<file path="src/logic/bk_sys_pkg.sv">
// BK0011M system register and port block shared definitions
// Register offsets, bit positions, widths and reset values
package bk_sys_pkg;

	//////////////////////////////////////////////////////////
	// Widths and types
	//////////////////////////////////////////////////////////
	localparam int WORD_W   = 16;
	localparam int SAMPLE_W = 16;
	localparam int SPK_W    = 3;
	localparam int ADDR_W   = 4;

	typedef logic [WORD_W-1:0]   word_t;
	typedef logic [SAMPLE_W-1:0] sample_t;
	typedef logic [SPK_W-1:0]    spk_t;
	typedef logic [ADDR_W-1:0]   addr_t;

	//////////////////////////////////////////////////////////
	// Register map
	//////////////////////////////////////////////////////////
	// Port register, 177714 octal
	localparam addr_t ADDR_PORT   = 4'd0;
	// System register, 177716 octal
	localparam addr_t ADDR_SYSREG = 4'd2;

	// System register write fields
	localparam int SYS_SPK0_BIT  = 2;
	localparam int SYS_SPK1_BIT  = 5;
	localparam int SYS_SPK2_BIT  = 6;
	localparam int SYS_GUARD_BIT = 11;
	localparam int SYS_BLOCK_BIT = 12;

	// System register read fields
	localparam int SYS_SUPER_BIT = 2;
	localparam int SYS_KEYUP_BIT = 6;
	localparam int SYS_ONE_BIT   = 7;
	localparam int START_LSB     = 8;

	// Reset values
	localparam spk_t    SPK_RST    = '0;
	localparam word_t   COVOX_RST  = '0;
	localparam sample_t SAMPLE_RST = '0;

endpackage

</file>
<file path="src/logic/bk_apb_decode.sv">
// APB slave decode for the system and port registers
// Turns address and phase into selects, byte lanes and an access pulse
module bk_apb_decode (
	input  logic               psel_i,
	input  logic               penable_i,
	input  logic               pwrite_i,
	input  bk_sys_pkg::addr_t  paddr_i,
	input  logic [1:0]         pstrb_i,
	input  bk_sys_pkg::word_t  rd_data_i,
	output logic               acc_go_o,
	output logic               acc_port_o,
	output logic               acc_sys_o,
	output logic               wr_en_o,
	output logic               lane_lo_o,
	output logic               lane_hi_o,
	output logic               pready_o,
	output logic               pslverr_o,
	output bk_sys_pkg::word_t  prdata_o
);
	import bk_sys_pkg::*;

	logic acc_phase;
	logic hit_port;
	logic hit_sys;

	// Second cycle of a transfer
	assign acc_phase = psel_i & penable_i;

	assign hit_port = (paddr_i == ADDR_PORT);
	assign hit_sys  = (paddr_i == ADDR_SYSREG);

	////////////////////////////////////////////////////////////
	// Register side
	////////////////////////////////////////////////////////////
	assign acc_go_o   = acc_phase;
	assign acc_port_o = acc_phase & hit_port;
	assign acc_sys_o  = acc_phase & hit_sys;
	assign wr_en_o    = acc_phase & pwrite_i;

	// Strobe bit 0 is the low byte, bit 1 the high byte
	assign lane_lo_o = pstrb_i[0];
	assign lane_hi_o = pstrb_i[1];

	////////////////////////////////////////////////////////////
	// Bus side
	////////////////////////////////////////////////////////////
	// No wait states
	assign pready_o  = acc_phase;
	assign pslverr_o = acc_phase & ~(hit_port | hit_sys);

	always_comb begin
		if (pslverr_o) begin
			prdata_o = '0;
		end else begin
			prdata_o = rd_data_i;
		end
	end

endmodule

</file>
<file path="src/logic/bk_sys_regs.sv">
// System register 177716 and port register 177714
// Speaker bits, STOP block, supervisor flag, Covox word and read data
module bk_sys_regs (
	input  logic               clk_sys,
	input  logic               arst_n_i,
	input  logic               acc_go_i,
	input  logic               acc_port_i,
	input  logic               acc_sys_i,
	input  logic               wr_en_i,
	input  logic               lane_lo_i,
	input  logic               lane_hi_i,
	input  logic               key_down_i,
	input  logic               key_stop_i,
	input  logic               bk0010_i,
	input  bk_sys_pkg::word_t  wdata_i,
	input  logic [7:0]         start_page_i,
	input  logic [7:0]         joystick_i,
	output bk_sys_pkg::word_t  rd_data_o,
	output bk_sys_pkg::spk_t   spk_o,
	output bk_sys_pkg::word_t  covox_o,
	output logic               stop_irq_o
);
	import bk_sys_pkg::*;

	logic  sys_acc;
	logic  sys_wr;
	logic  port_wr;
	logic  spk_upd;
	logic  block_upd;
	logic  block_q;
	logic  super_q;
	spk_t  spk_q;
	word_t covox_q;

	assign sys_acc = acc_go_i & acc_sys_i;
	assign sys_wr  = sys_acc & wr_en_i;
	assign port_wr = acc_go_i & acc_port_i & wr_en_i;

	// With the high lane on, bit 11 guards both speaker and block fields
	assign spk_upd   = sys_wr & lane_lo_i & (~lane_hi_i | ~wdata_i[SYS_GUARD_BIT]);
	assign block_upd = sys_wr & lane_hi_i & ~wdata_i[SYS_GUARD_BIT];

	////////////////////////////////////////////////////////////
	// System register state
	////////////////////////////////////////////////////////////
	always_ff @(posedge clk_sys or negedge arst_n_i) begin
		if (!arst_n_i) begin
			spk_q   <= SPK_RST;
			block_q <= 1'b0;
			super_q <= 1'b0;
		end else begin
			if (spk_upd) begin
				// BK0010 has no speaker bit 0
				spk_q <= {wdata_i[SYS_SPK2_BIT],
				          wdata_i[SYS_SPK1_BIT],
				          wdata_i[SYS_SPK0_BIT] & ~bk0010_i};
			end
			if (block_upd) begin
				block_q <= wdata_i[SYS_BLOCK_BIT];
			end
			// Set on write, cleared on read
			if (sys_acc) begin
				super_q <= wr_en_i;
			end
		end
	end

	////////////////////////////////////////////////////////////
	// Covox latch, byte by byte
	////////////////////////////////////////////////////////////
	always_ff @(posedge clk_sys or negedge arst_n_i) begin
		if (!arst_n_i) begin
			covox_q <= COVOX_RST;
		end else if (port_wr) begin
			if (lane_lo_i) begin
				covox_q[7:0] <= wdata_i[7:0];
			end
			if (lane_hi_i) begin
				covox_q[15:8] <= wdata_i[15:8];
			end
		end
	end

	// Read word, super flag shows the value before this access
	always_comb begin
		rd_data_o = '0;
		if (acc_sys_i) begin
			rd_data_o[WORD_W-1:START_LSB] = start_page_i;
			rd_data_o[SYS_ONE_BIT]        = 1'b1;
			rd_data_o[SYS_KEYUP_BIT]      = ~key_down_i;
			rd_data_o[SYS_SUPER_BIT]      = super_q;
		end else if (acc_port_i) begin
			rd_data_o = {{(WORD_W-8){1'b0}}, joystick_i};
		end
	end

	assign spk_o   = spk_q;
	assign covox_o = covox_q;

	// STOP key reaches the CPU only while unblocked
	assign stop_irq_o = key_stop_i & ~block_q;

endmodule

</file>
<file path="src/logic/bk_audio_mix.sv">
// Audio mixer for speaker bits and Covox bytes
// Builds registered left and right 16-bit samples
module bk_audio_mix (
	input  logic                 clk_sys,
	input  logic                 arst_n_i,
	input  logic                 covox_en_i,
	input  bk_sys_pkg::spk_t     spk_i,
	input  bk_sys_pkg::word_t    covox_i,
	output bk_sys_pkg::sample_t  sample_l_o,
	output bk_sys_pkg::sample_t  sample_r_o
);
	import bk_sys_pkg::*;

	sample_t spk_low;
	sample_t spk_high;
	sample_t mix_l;
	sample_t mix_r;

	// Speaker under the Covox level, or alone at full scale
	assign spk_low  = {2'b00, spk_i, 11'd0};
	assign spk_high = {spk_i, 13'd0};

	////////////////////////////////////////////////////////////
	// Channel mix
	////////////////////////////////////////////////////////////
	always_comb begin
		if (covox_en_i) begin
			// Byte in 14:7, repeated top bits fill 6:0
			mix_l = {1'b0, covox_i[7:0], covox_i[7:1]} + spk_low;
			mix_r = {1'b0, covox_i[15:8], covox_i[15:9]} + spk_low;
		end else begin
			mix_l = spk_high;
			mix_r = spk_high;
		end
	end

	always_ff @(posedge clk_sys or negedge arst_n_i) begin
		if (!arst_n_i) begin
			sample_l_o <= SAMPLE_RST;
			sample_r_o <= SAMPLE_RST;
		end else begin
			sample_l_o <= mix_l;
			sample_r_o <= mix_r;
		end
	end

endmodule

</file>
<file path="src/logic/bk_sd_dac.sv">
// First-order sigma-delta DAC for one audio channel
// Carry out of the accumulator is the one-bit stream
module bk_sd_dac (
	input  logic                 clk_sys,
	input  logic                 arst_n_i,
	input  bk_sys_pkg::sample_t  sample_i,
	output logic                 bit_o
);
	import bk_sys_pkg::*;

	logic [SAMPLE_W:0] acc_q;

	// Carry is dropped back out on every add
	always_ff @(posedge clk_sys or negedge arst_n_i) begin
		if (!arst_n_i) begin
			acc_q <= '0;
		end else begin
			acc_q <= {1'b0, acc_q[SAMPLE_W-1:0]} + {1'b0, sample_i};
		end
	end

	assign bit_o = acc_q[SAMPLE_W];

endmodule

</file>
<file path="src/logic/bk_sysport_top.sv">
// BK0011M system and port registers on APB with Covox audio path
// Decode, register file, mixer and a sigma-delta DAC per channel
module bk_sysport_top (
	input  logic                 clk_sys,
	input  logic                 arst_n_i,
	input  logic                 psel_i,
	input  logic                 penable_i,
	input  logic                 pwrite_i,
	input  bk_sys_pkg::addr_t    paddr_i,
	input  bk_sys_pkg::word_t    pwdata_i,
	input  logic [1:0]           pstrb_i,
	output bk_sys_pkg::word_t    prdata_o,
	output logic                 pready_o,
	output logic                 pslverr_o,
	input  logic                 key_down_i,
	input  logic                 key_stop_i,
	input  logic                 bk0010_i,
	input  logic                 covox_en_i,
	input  logic [7:0]           start_page_i,
	input  logic [7:0]           joystick_i,
	output logic                 stop_irq_o,
	output bk_sys_pkg::sample_t  sample_l_o,
	output bk_sys_pkg::sample_t  sample_r_o,
	output logic                 audio_l_o,
	output logic                 audio_r_o
);
	import bk_sys_pkg::*;

	logic  acc_go;
	logic  acc_port;
	logic  acc_sys;
	logic  wr_en;
	logic  lane_lo;
	logic  lane_hi;
	word_t rd_data;
	spk_t  spk;
	word_t covox_word;

	////////////////////////////////////////////////////////////
	// Bus and registers
	////////////////////////////////////////////////////////////
	bk_apb_decode decode0 (
		.psel_i     (psel_i),
		.penable_i  (penable_i),
		.pwrite_i   (pwrite_i),
		.paddr_i    (paddr_i),
		.pstrb_i    (pstrb_i),
		.rd_data_i  (rd_data),
		.acc_go_o   (acc_go),
		.acc_port_o (acc_port),
		.acc_sys_o  (acc_sys),
		.wr_en_o    (wr_en),
		.lane_lo_o  (lane_lo),
		.lane_hi_o  (lane_hi),
		.pready_o   (pready_o),
		.pslverr_o  (pslverr_o),
		.prdata_o   (prdata_o)
	);

	bk_sys_regs regs0 (
		.clk_sys      (clk_sys),
		.arst_n_i     (arst_n_i),
		.acc_go_i     (acc_go),
		.acc_port_i   (acc_port),
		.acc_sys_i    (acc_sys),
		.wr_en_i      (wr_en),
		.lane_lo_i    (lane_lo),
		.lane_hi_i    (lane_hi),
		.key_down_i   (key_down_i),
		.key_stop_i   (key_stop_i),
		.bk0010_i     (bk0010_i),
		.wdata_i      (pwdata_i),
		.start_page_i (start_page_i),
		.joystick_i   (joystick_i),
		.rd_data_o    (rd_data),
		.spk_o        (spk),
		.covox_o      (covox_word),
		.stop_irq_o   (stop_irq_o)
	);

	////////////////////////////////////////////////////////////
	// Audio
	////////////////////////////////////////////////////////////
	bk_audio_mix mix0 (
		.clk_sys    (clk_sys),
		.arst_n_i   (arst_n_i),
		.covox_en_i (covox_en_i),
		.spk_i      (spk),
		.covox_i    (covox_word),
		.sample_l_o (sample_l_o),
		.sample_r_o (sample_r_o)
	);

	bk_sd_dac dac_l (
		.clk_sys  (clk_sys),
		.arst_n_i (arst_n_i),
		.sample_i (sample_l_o),
		.bit_o    (audio_l_o)
	);

	bk_sd_dac dac_r (
		.clk_sys  (clk_sys),
		.arst_n_i (arst_n_i),
		.sample_i (sample_r_o),
		.bit_o    (audio_r_o)
	);

endmodule

</file>
<file path="config.mk">
export PLATFORM = sky130hd
export DESIGN_NAME = bk_sysport_top
export DESIGN_NICKNAME = d
export VERILOG_FILES = /design/src/logic/bk_sys_pkg.sv /design/src/logic/bk_apb_decode.sv /design/src/logic/bk_sys_regs.sv /design/src/logic/bk_audio_mix.sv /design/src/logic/bk_sd_dac.sv /design/src/logic/bk_sysport_top.sv
export SDC_FILE = /design/constraint.sdc
export NUM_CORES = 1
export LEC_CHECK = 0
export BUFFER_PORTS_ARGS = -buffer_cell sky130_fd_sc_hd__buf_2
export CAP_MARGIN = 20
export CORE_UTILIZATION = 40
export CTS_CLUSTER_DIAMETER = 150
export DETAILED_ROUTE_END_ITERATION = 6
export PLACE_DENSITY = 0.72
export SYNTH_ARGS = -nofsm -noshare
export SYNTH_HDL_FRONTEND = slang
export SYNTH_SLANG_ARGS = --single-unit
</file>
<file path="constraint.sdc">
create_clock -name clk_sys -period 2.6 [get_ports clk_sys]
set_input_delay 0.26 -clock clk_sys [delete_from_list [all_inputs] [get_ports clk_sys]]
set_output_delay 0.26 -clock clk_sys [all_outputs]
set_load 0.02 [all_outputs]
</file>
### Yosys cells after proc, flatten, opt, wreduce, memory -nomap -nowiden

Index checks and enable logic that the tools add are counted.

| storage, ports and cells | value |
|---|---|
| logic and storage cells | 48 |
| ROM bits | 0 |
| memory bits (writable) | 0 |
| output and inout port bits | 53 |
| latch bits | 0 |
| memories | 0 |
| register bits | 87 |
| input port bits | 47 |

| operators by class | value |
|---|---|
| eq/ne operators | 1 |
| bitwise gates (word level) | 23 |
| add/subtract/negate cells | 4 |
| mux-type cells | 8 |
| divide/modulo/power cells | 0 |
| order comparisons | 0 |
| $mul | 0 |
| reductions and logical operators | 3 |
| shift-type cells | 0 |

Operator list:

| cell | number |
|---|---|
| $mux 16 | 3 |
| $add 16x16->17 | 2 |
| $add 15x14->16 | 2 |
| $and 1x1->1 | 15 |
| $mux 10 | 1 |
| $mux 8 | 1 |
| $not 1->1 | 6 |
| $eq 4x2->1 const B | 1 |
| $logic_not 4->1 | 1 |
| $reduce_and 2->1 | 2 |
| $mux 3 | 1 |
| $mux 2 | 1 |
| $or 1x1->1 | 2 |
| $mux 1 | 1 |

### Longest topological paths before layout

Gate-level depths: netlist of run 1.

| depth | value |
|---|---|
| depth after elaboration | 6 |
| depth in mapped cells | 7 |
| mapped depth without buffers | 7 |

### Cells and area by module

Synthesis of run 1 repeated with hierarchy kept, for this count alone.

| unflattened totals | value |
|---|---|
| cells, all modules | 441 |
| area, all modules | 4700.8 µm² |

Modules (own cells, without submodules):

| module | cells each | times used | sequential area each (µm²) | area each (µm²) |
|---|---|---|---|---|
| bk_sd_dac at dac_r | 127 | 1 | 425.4 | 1237.4 |
| bk_audio_mix | 97 | 1 | 650.6 | 1153.6 |
| bk_sd_dac at dac_l | 118 | 1 | 425.4 | 1151.1 |
| bk_sys_regs | 72 | 1 | 525.5 | 947.2 |
| bk_apb_decode | 27 | 1 | 0.0 | 211.5 |

### Worst setup path after synthesis of run 1

Ideal clock, no wire load.

| path | value |
|---|---|
| kind | register -> register |
| start point | register mix0.sample_r_o[8] |
| end point | register dac_r.acc_q[14] |
| data required time | 2469 ps |
| clock period less this slack | 2313 ps |
| slack | 287 ps |
| buffers on the path | 0 |
| data arrival time | 2182 ps |
| stages on the path, launching flop included | 8 |
| path through | dfrtp_1 > ha_1 > fa_1 > a21o_1 > a311o_1 > nand3_1 > mux2i_1 > or3_1 |

| on the way | value |
|---|---|
| word-level cells in the longest chain between the ends | 1 |

RTL lines:

| item | line | text |
|---|---|---|
| from (decl) | bk_audio_mix.sv:10 | `output bk_sys_pkg::sample_t sample_r_o` |
| from (signal assigned) | bk_audio_mix.sv:43 | `sample_r_o <= mix_r;` |
| $add 16x16->17 | bk_sd_dac.sv:18 | `acc_q <= {1'b0, acc_q[SAMPLE_W-1:0]} + {1'b0, sample_i};` |
| to (signal assigned) | bk_sd_dac.sv:18 |  |
| to (decl) | bk_sd_dac.sv:11 | `logic [SAMPLE_W:0] acc_q;` |

Every way passes these cells.
A chain may end at the register's enable or synchronous reset.

### Worst setup path after layout of run 1

| path | value |
|---|---|
| start point | register mix0.sample_r_o[8] |
| end point | register dac_r.acc_q[16] |

The elaborated chain is that of the path after synthesis.

==> metrics, run 1 <==
status=finished clean; Ports=100; Place WS=0.265 ns; setup ws final=~0.26 ns; TritonRoute pass-1 iters=5; number of diodes=0; Clock Skews=0.0109 ns; Final setup viols=0; critical path depth=7; CTS tree=yes; Worst setup EP type=register; most common cell after layout, fill and taps aside=buf_2; Post-synth ARST share=100%; sequential cell area=a little over 2000 um^2; vias in the first global route=3295; GP Congestion=about 0.85; total power=roughly 0.004 W; mapped cell area=4370 um^2; crit path from=mix0.sample_r_o[8]; RSZ-0062 raised after global routing=false; critical path endpoint=dac_r.acc_q[16]; Sink Count=a little over 80; buffers and inverters on the worst path=0; final core utilization=49.2%; Seq/Total Area, Yosys=46.4%; clk slew on worst S/H paths=approximately 0.090 ns; Crit Path Max Fanout=4; synth unique cells=44; Fin Setup TNS=0 ns; R2R depth=7; largest net degree at the start of global routing=between 40 and 50; hpwl dp=around 7200 um; DRT iter0 DRCs=111; Sw Share=35.9%; Final Hold Viols=0; die span in x=~110 um; Sw Pwr=0.00141 W; power share of the combinational group=roughly 36%; die area=between 10000 and 15000 um^2; antenna violations before repair=0; Layout Area Growth over Synthesis=17.9%; clk buf depth=2; gr ovfl total=0; Reg-to-Reg End=dac_r.acc_q[16]; Crit-path slowest cell=dfrtp_1; max cap viols=0; Flop pwr share=43.7%; count of pins over their slew limit=0; Synth Register Bits=81; Final #Nets=roughly 580; Pleak=roughly 2.8 nW; commonest cells after routing, fill and taps aside=buf_2 (98), dfrtp_1 (81), ha_1 (38), a21oi_1 (35), and2_1 (33); H-tree levels=3; Max stage delay on crit path=0.42 ns; DIE HEIGHT=between 100 and 150 um; share of layout cells above drive strength 1=between 20% and 30%; critical path cell sequence=ha_1 > fa_1 > a21o_1 > a311o_1 > and2_4 > a221oi_4 > o21ai_0; via-per-instance ratio=between 5 and 6; drc violations=0; # fillers=between 900 and 1k; Internal Power=roughly 0.0025 W; clock root buffer=clkbuf_8; post-route ant nets=0; critical setup path kind=register to register; FP Rows=37; normalized max-slew margin=roughly 62%; final wirelength=approximately 9000 um; I/O Buffers=between 90 and 100; Worst Path Required=2.83 ns; wire per inst=around 14 um; clock share of power=about a fifth; area of the multi-input gates=2230 um^2; clock period minus worst slack=between 2 and 2.5 ns; dominant synthesized flop cell=dfrtp_1; Synth Warn #=0; Placement Cell Area=roughly 5000 um^2; # Post-CTS Setup Buffers=0; Hold Crit Class=input pin to register; Initial Util=a little over two fifths; fin area=a little over 5000 um^2; Mapped Cells=just under 400; Core Area=10500 um^2; power per cell area=760 nW/um^2; global-route wire length before repair=roughly 15000 um; Tightest Pin Transition=~0.56 ns; Vias=3261; post-route clock period utilization=90.1%; fmax=between 400 and 500 MHz; Post-Syn Nets=483; GRT Overall Usage=between 15 and 20%; Post-synth EDFFs=0; RR Startpoint=mix0.sample_r_o[8]; Crit path max-delay family=compound AO/OA/AOI/OAI gates; syn_area_per_cell=11.1 um^2; Crit path arrival time=between 2 and 3 ns; Peak VDD IR=269 uV; R2R Setup Slk=0.26 ns; CTS Buf Count=9; worst skew pair latency=~0.35 ns; CP startpoint kind=register
-- cell families after synthesis --
| group | after synthesis | synth area share [%] |
|---|---|---|
| adder cells (fa/ha/maj) | 42 | 12.7 |
| AND/OR/NAND/NOR | 106 | 13.1 |
| XOR/XNOR | 30 | 6.02 |
| buffers and inverters | 20 | 2.41 |
| flip-flops | 81 | 46.4 |
| AO/OA/AOI/OAI | 93 | 13.7 |
| multiplexers | 22 | 5.64 |
-- layout make-up --
type | instances | share of cell area [%]
tap | 136 | 3.30
sequential | 81 | 39.4
clock inverter | 6 | 0.875
clock buffer | 10 | 2.48
multi-input combinational | 293 | 43.4
inverter | 6 | 0.437
timing repair buffer | 102 | 10.2
-- per-layer routing --
layer / up-vias / track usage, % / wire length [um]
li1: 1604 / - / -
met1: 1552 / 22.9 / 4250
met2: 97 / 28.5 / 4250
met3: 8 / 3.80 / 417
met4: 0 / 6.07 / 109
met5: - / 0 / 0
-- power groups by stage --
stage                     Sequential, W  Clock (W)  Combinational, W
after global routing            0.00174   0.000894           0.00159
after CTS                       0.00171   0.000838           0.00140
final                           0.00171   0.000806           0.00140
after detailed placement        0.00173          0           0.00139
after global placement          0.00172          0           0.00134
after floorplan                 0.00172          0           0.00106
-- per-stage QoR --
step	std cells	hold slack [ns]
global placement	617	0.268
CTS	634	0.112
floorplan	394	-0.0356
finish	634	0.131
global route	634	0.114
detailed placement	617	0.271
-- flip-flops by register name, summed over array words and instances (netlist names) --
register	cells
dac_l.acc_q	17
dac_r.acc_q	17
mix0.sample_l_o	13
mix0.sample_r_o	13
regs0.block_q	1
regs0.covox_o	16
regs0.spk_o	3
regs0.super_q	1
-- worst reg2reg max path: cells and delay by family (launching register included) --
| kind | cells | cell delay [ns] |
|---|---|---|
| flip-flops | 1 | 0.42 |
| adder cells (fa/ha/maj) | 2 | 0.66 |
| AND/OR/NAND/NOR | 1 | 0.16 |
| AO/OA/AOI/OAI | 4 | 0.99 |
-- how the worst min path moves through the flow --
| stage | slack (ns) | end | start | cells after the start |
|---|---|---|---|---|
| 2_1_floorplan | -0.04 | dac_l.acc_q[0] | arst_n_i | 0 |
| 3_3_place_gp | 0.27 | regs0.covox_o[1] | arst_n_i | 1 |
| 3_5_place_dp | 0.27 | regs0.covox_o[1] | arst_n_i | 1 |
| 4_1_cts | 0.11 | regs0.covox_o[7] | pwdata_i[7] | 2 |
| 5_1_grt | 0.11 | regs0.covox_o[7] | pwdata_i[7] | 2 |
| 6_report | 0.13 | regs0.covox_o[7] | pwdata_i[7] | 2 |
-- synth_stat cells, drive strengths merged (6+ instances only) --
cell type	number	share of area, %
xor2	11	2.2
a21oi	35	4.0
dfrtp	81	46
nand3	9	1.0
a21o	13	2.2
buf	9	1.5
nor2	9	0.77
and2	34	4.9
ha	38	11
mux2	21	5.4
inv	6	0.52
o21ai	16	1.8
nand2	30	2.6
xnor2	19	3.8
-- repair_timing --
| action | CTS | global route |
|---|---|---|
| hold buffers | 1 | 0 |
| endpoints found under the hold margin | 39 | 0 |
| resized for setup | 0 | 0 |
Power figures use the tool's default switching activity.
==> run 2, diff against run 1 <==
Settings changed: ABC_AREA set to 1, PLACE_DENSITY 0.72 to 0.71.
==> metrics, run 2 <==
status=finished clean; TritonRoute pass-1 iters=4 (-1); wire per inst=11.3 um (-21%); max cap viols=0 (unchanged); Final setup viols=0 (unchanged); Sw Pwr=0.00126 W (-10%); mapped cell area=5030 um^2 (+15%); Max stage delay on crit path=0.40 ns (-0.02 ns); Post-synth EDFFs=0 (unchanged); critical setup path kind=register to register; mux contribution to synthesized area=0% (-5.6 points); I/O Buffers=99 (unchanged); post-route ant nets=0 (unchanged); DRT iter0 DRCs=227 (+100%); Seq/Total Area, Yosys=40.3% (-6.2 points); Peak VDD IR=297 uV (+11%); Synth area leader=dfrtp_1; dominant synthesized flop cell=dfrtp_1; hpwl dp=8100 um (+13%); RR Startpoint=mix0.sample_l_o[8]; Clock Skews=0.0110 ns (+0.0000779 ns); DIE HEIGHT=114 um (+7.2%); Yosys top cell area share=40.3% (-6.2 points); vias in the first global route=3837 (+16%); normalized max-slew margin=70.5% (+8.0 points); Post-synth top cells=nand2_1 (218), inv_1 (148), dfrtp_1 (81); Flop pwr share=39.7% (-4.0 points); die area=13000 um^2 (+15%); FP Rows=40 (+8.1%); most frequent cell after synthesis=nand2_1; CTS Buf Count=9 (unchanged); Core Area=12200 um^2 (+16%); power share of the combinational group=25.2% (-11 points); CP startpoint kind=register; adder and majority gate portion of the synthesized area=11.0% (-1.7 points); Hold Crit Class=input pin to register; Crit Path Max Fanout=4 (unchanged); RSZ-0062 raised after global routing=false; critical path cell sequence=ha_1 > fa_1 > nand2_1 > nand3_1 > nand3_1 > nand2_1 > nand2_1 > nand2_1 > nand2_1 > nand2_1; Internal Power=0.00281 W (+12%); # fillers=1202 (+21%); Crit path arrival time=1.98 ns (-0.59 ns); post-route clock period utilization=67.7% (-22 points); share of layout cells above drive strength 1=19.7% (-8.9 points); largest net degree at the start of global routing=82 (+95%); Final #Nets=852 (+46%); CTS resizes=0 (unchanged); buffers and inverters on the worst path=0 (unchanged); compound-cell area share of the yosys netlist=7.18% (-6.5 points); final wirelength=10600 um (+17%); die span in x=114 um (+7.2%); Sink Count=81 (unchanged); clk buf depth=2 (unchanged); Layout Area Growth over Synthesis=19.8%; Crit-path slowest cell=dfrtp_1; Synth Area in XOR/XNOR=2.44% (-3.6 points); Final Hold Viols=0 (unchanged); clock share of power=35.2% (+15 points); most common cell after layout, fill and taps aside=nand2_1; gr ovfl total=0 (unchanged); commonest cells after routing, fill and taps aside=nand2_1 (218), inv_1 (148), buf_2 (98), dfrtp_1 (81), ha_1 (38); Tightest Pin Transition=0.443 ns (-0.116 ns); drc violations=0 (unchanged); Hold Buf Count CTS=0 (-1); Fin Setup TNS=0 ns (unchanged); crit path from=mix0.sample_l_o[8]; area of the multi-input gates=2350 um^2 (+5.2%); Synth Register Bits=81 (unchanged); antenna violations before repair=0 (unchanged); Pleak=3.92 nW (+41%); clk slew on worst S/H paths=0.07 ns (-0.02 ns); Vias=4203 (+29%); Synth Warn #=0 (unchanged); # Post-CTS Setup Buffers=0 (unchanged); count of pins over their slew limit=0 (unchanged); Place WS=0.863 ns (+0.599 ns); Ports=100 (unchanged); via-per-instance ratio=4.49 (-13%); syn_area_per_cell=7.59 um^2 (-31%); Worst Path Required=2.82 ns (about the same); number of diodes=0 (unchanged); simple-gate portion of the synthesized area=26.0% (+13 points); Crit path top cell by count=nand2_1; CTS tree=yes; Synth area leaders=dfrtp_1 (40%), nand2_1 (16%), inv_1 (11%); clock period minus worst slack=1.76 ns (-0.584 ns); GRT Overall Usage=17.4% (-0.019 points); Post-Syn Nets=752 (+56%); Hold Path Origin=pwdata_i[3]; fmax=568 MHz (+33%); synth unique cells=28 (-36%); Crit path max-delay family=adder cells; sequential cell area=2030 um^2 (unchanged); power per cell area=676 nW/um^2 (-11%); worst skew pair latency=0.34 ns (about the same); global-route wire length before repair=17700 um (+15%); Worst setup EP type=register; GP Congestion=0.865 (+1.6%); Sw Share=31.0% (-5.0 points); Post-synth ARST share=100% (unchanged); clock root buffer=clkbuf_16; H-tree levels=3 (unchanged); Mapped Cells=663 (+68%); Initial Util=41.4% (-0.34 points); combinational family with the most area after synthesis=simple AND/OR/NAND/NOR gates; setup ws final=0.841 ns (+0.584 ns)
[run 2: cell count changes after synthesis, moves of 19 or more]
cell     before  now
and2_1       33    0
inv_1         6  148
mux2_2       21    0
nand2_1      30  218
nand3_1       9   28
xnor2_1      19    0
nor2_1        9   35
[run 2: layout make-up]
cell class                      count  area share [%]
Multi-Input combinational cell    419            39.0
Sequential cell                    81            33.6
Inverter                          151            9.40
Timing Repair Buffer              101            8.88
Clock buffer                       12            4.42
Tap cell                          168            3.49
Clock inverter                      4            1.22
[run 2: power by group through the flow]
stage               sequential [W]  clock (W)  combinational, W
global placement           0.00163          0           0.00101
finish                     0.00162    0.00143           0.00103
detailed placement         0.00164          0           0.00102
floorplan                  0.00161          0          0.000758
global route               0.00164    0.00151           0.00119
CTS                        0.00162    0.00146           0.00102
[run 2: worst paths after layout]
path	to	slack, ns	depth (start not counted)
hold / removal	regs0.covox_o[3]	0.16	3
setup / recovery	dac_l.acc_q[14]	0.84	10
setup reg to reg	dac_l.acc_q[14]	0.84	10
max in group asynchronous	regs0.covox_o[0]	1.63	3
hold reg to reg	mix0.sample_r_o[7]	0.46	2
min in group asynchronous	dac_r.acc_q[4]	0.38	2
[run 2: cell families (layout without fill, tap and decap cells)]
| logic type | after synthesis | count (layout) |
|---|---|---|
| AOI/OAI and AO/OA | 57 | 57 |
| xor gates and xnor gates | 14 | 14 |
| adders and majority gates | 42 | 42 |
| buffers and inverters | 163 | 268 |
| DFF | 81 | 81 |
| and+or+nand+nor | 306 | 306 |
[run 2: per-layer routing]
metal  vias up  part of all wire (%)  global-route usage (%)
met5         -                     0                       0
met4         0                   1.1                    5.37
li1       2198                     -                       -
met1      1890                    50                    24.6
met3        11                   5.4                    3.81
met2       104                    43                    26.7
[run 2: worst min-delay path, stage by stage]
cell and delay [ns]:
buf_2 0.09, inv_1 0.06, o21ai_2 0.05
[run 2: per-stage QoR]
step                instances  hold WS [ns]  power, W  utilization, %  instance area (um^2)
detailed placement        918         0.452   0.00265            46.5                  5650
floorplan                 663       -0.0356   0.00237               -                  5030
global placement          918         0.444   0.00264            46.5                  5650
global route              936         0.158   0.00434            49.6                  6030
finish                    936         0.163   0.00408            49.6                  6030
CTS                       934         0.149   0.00411            49.3                  5990
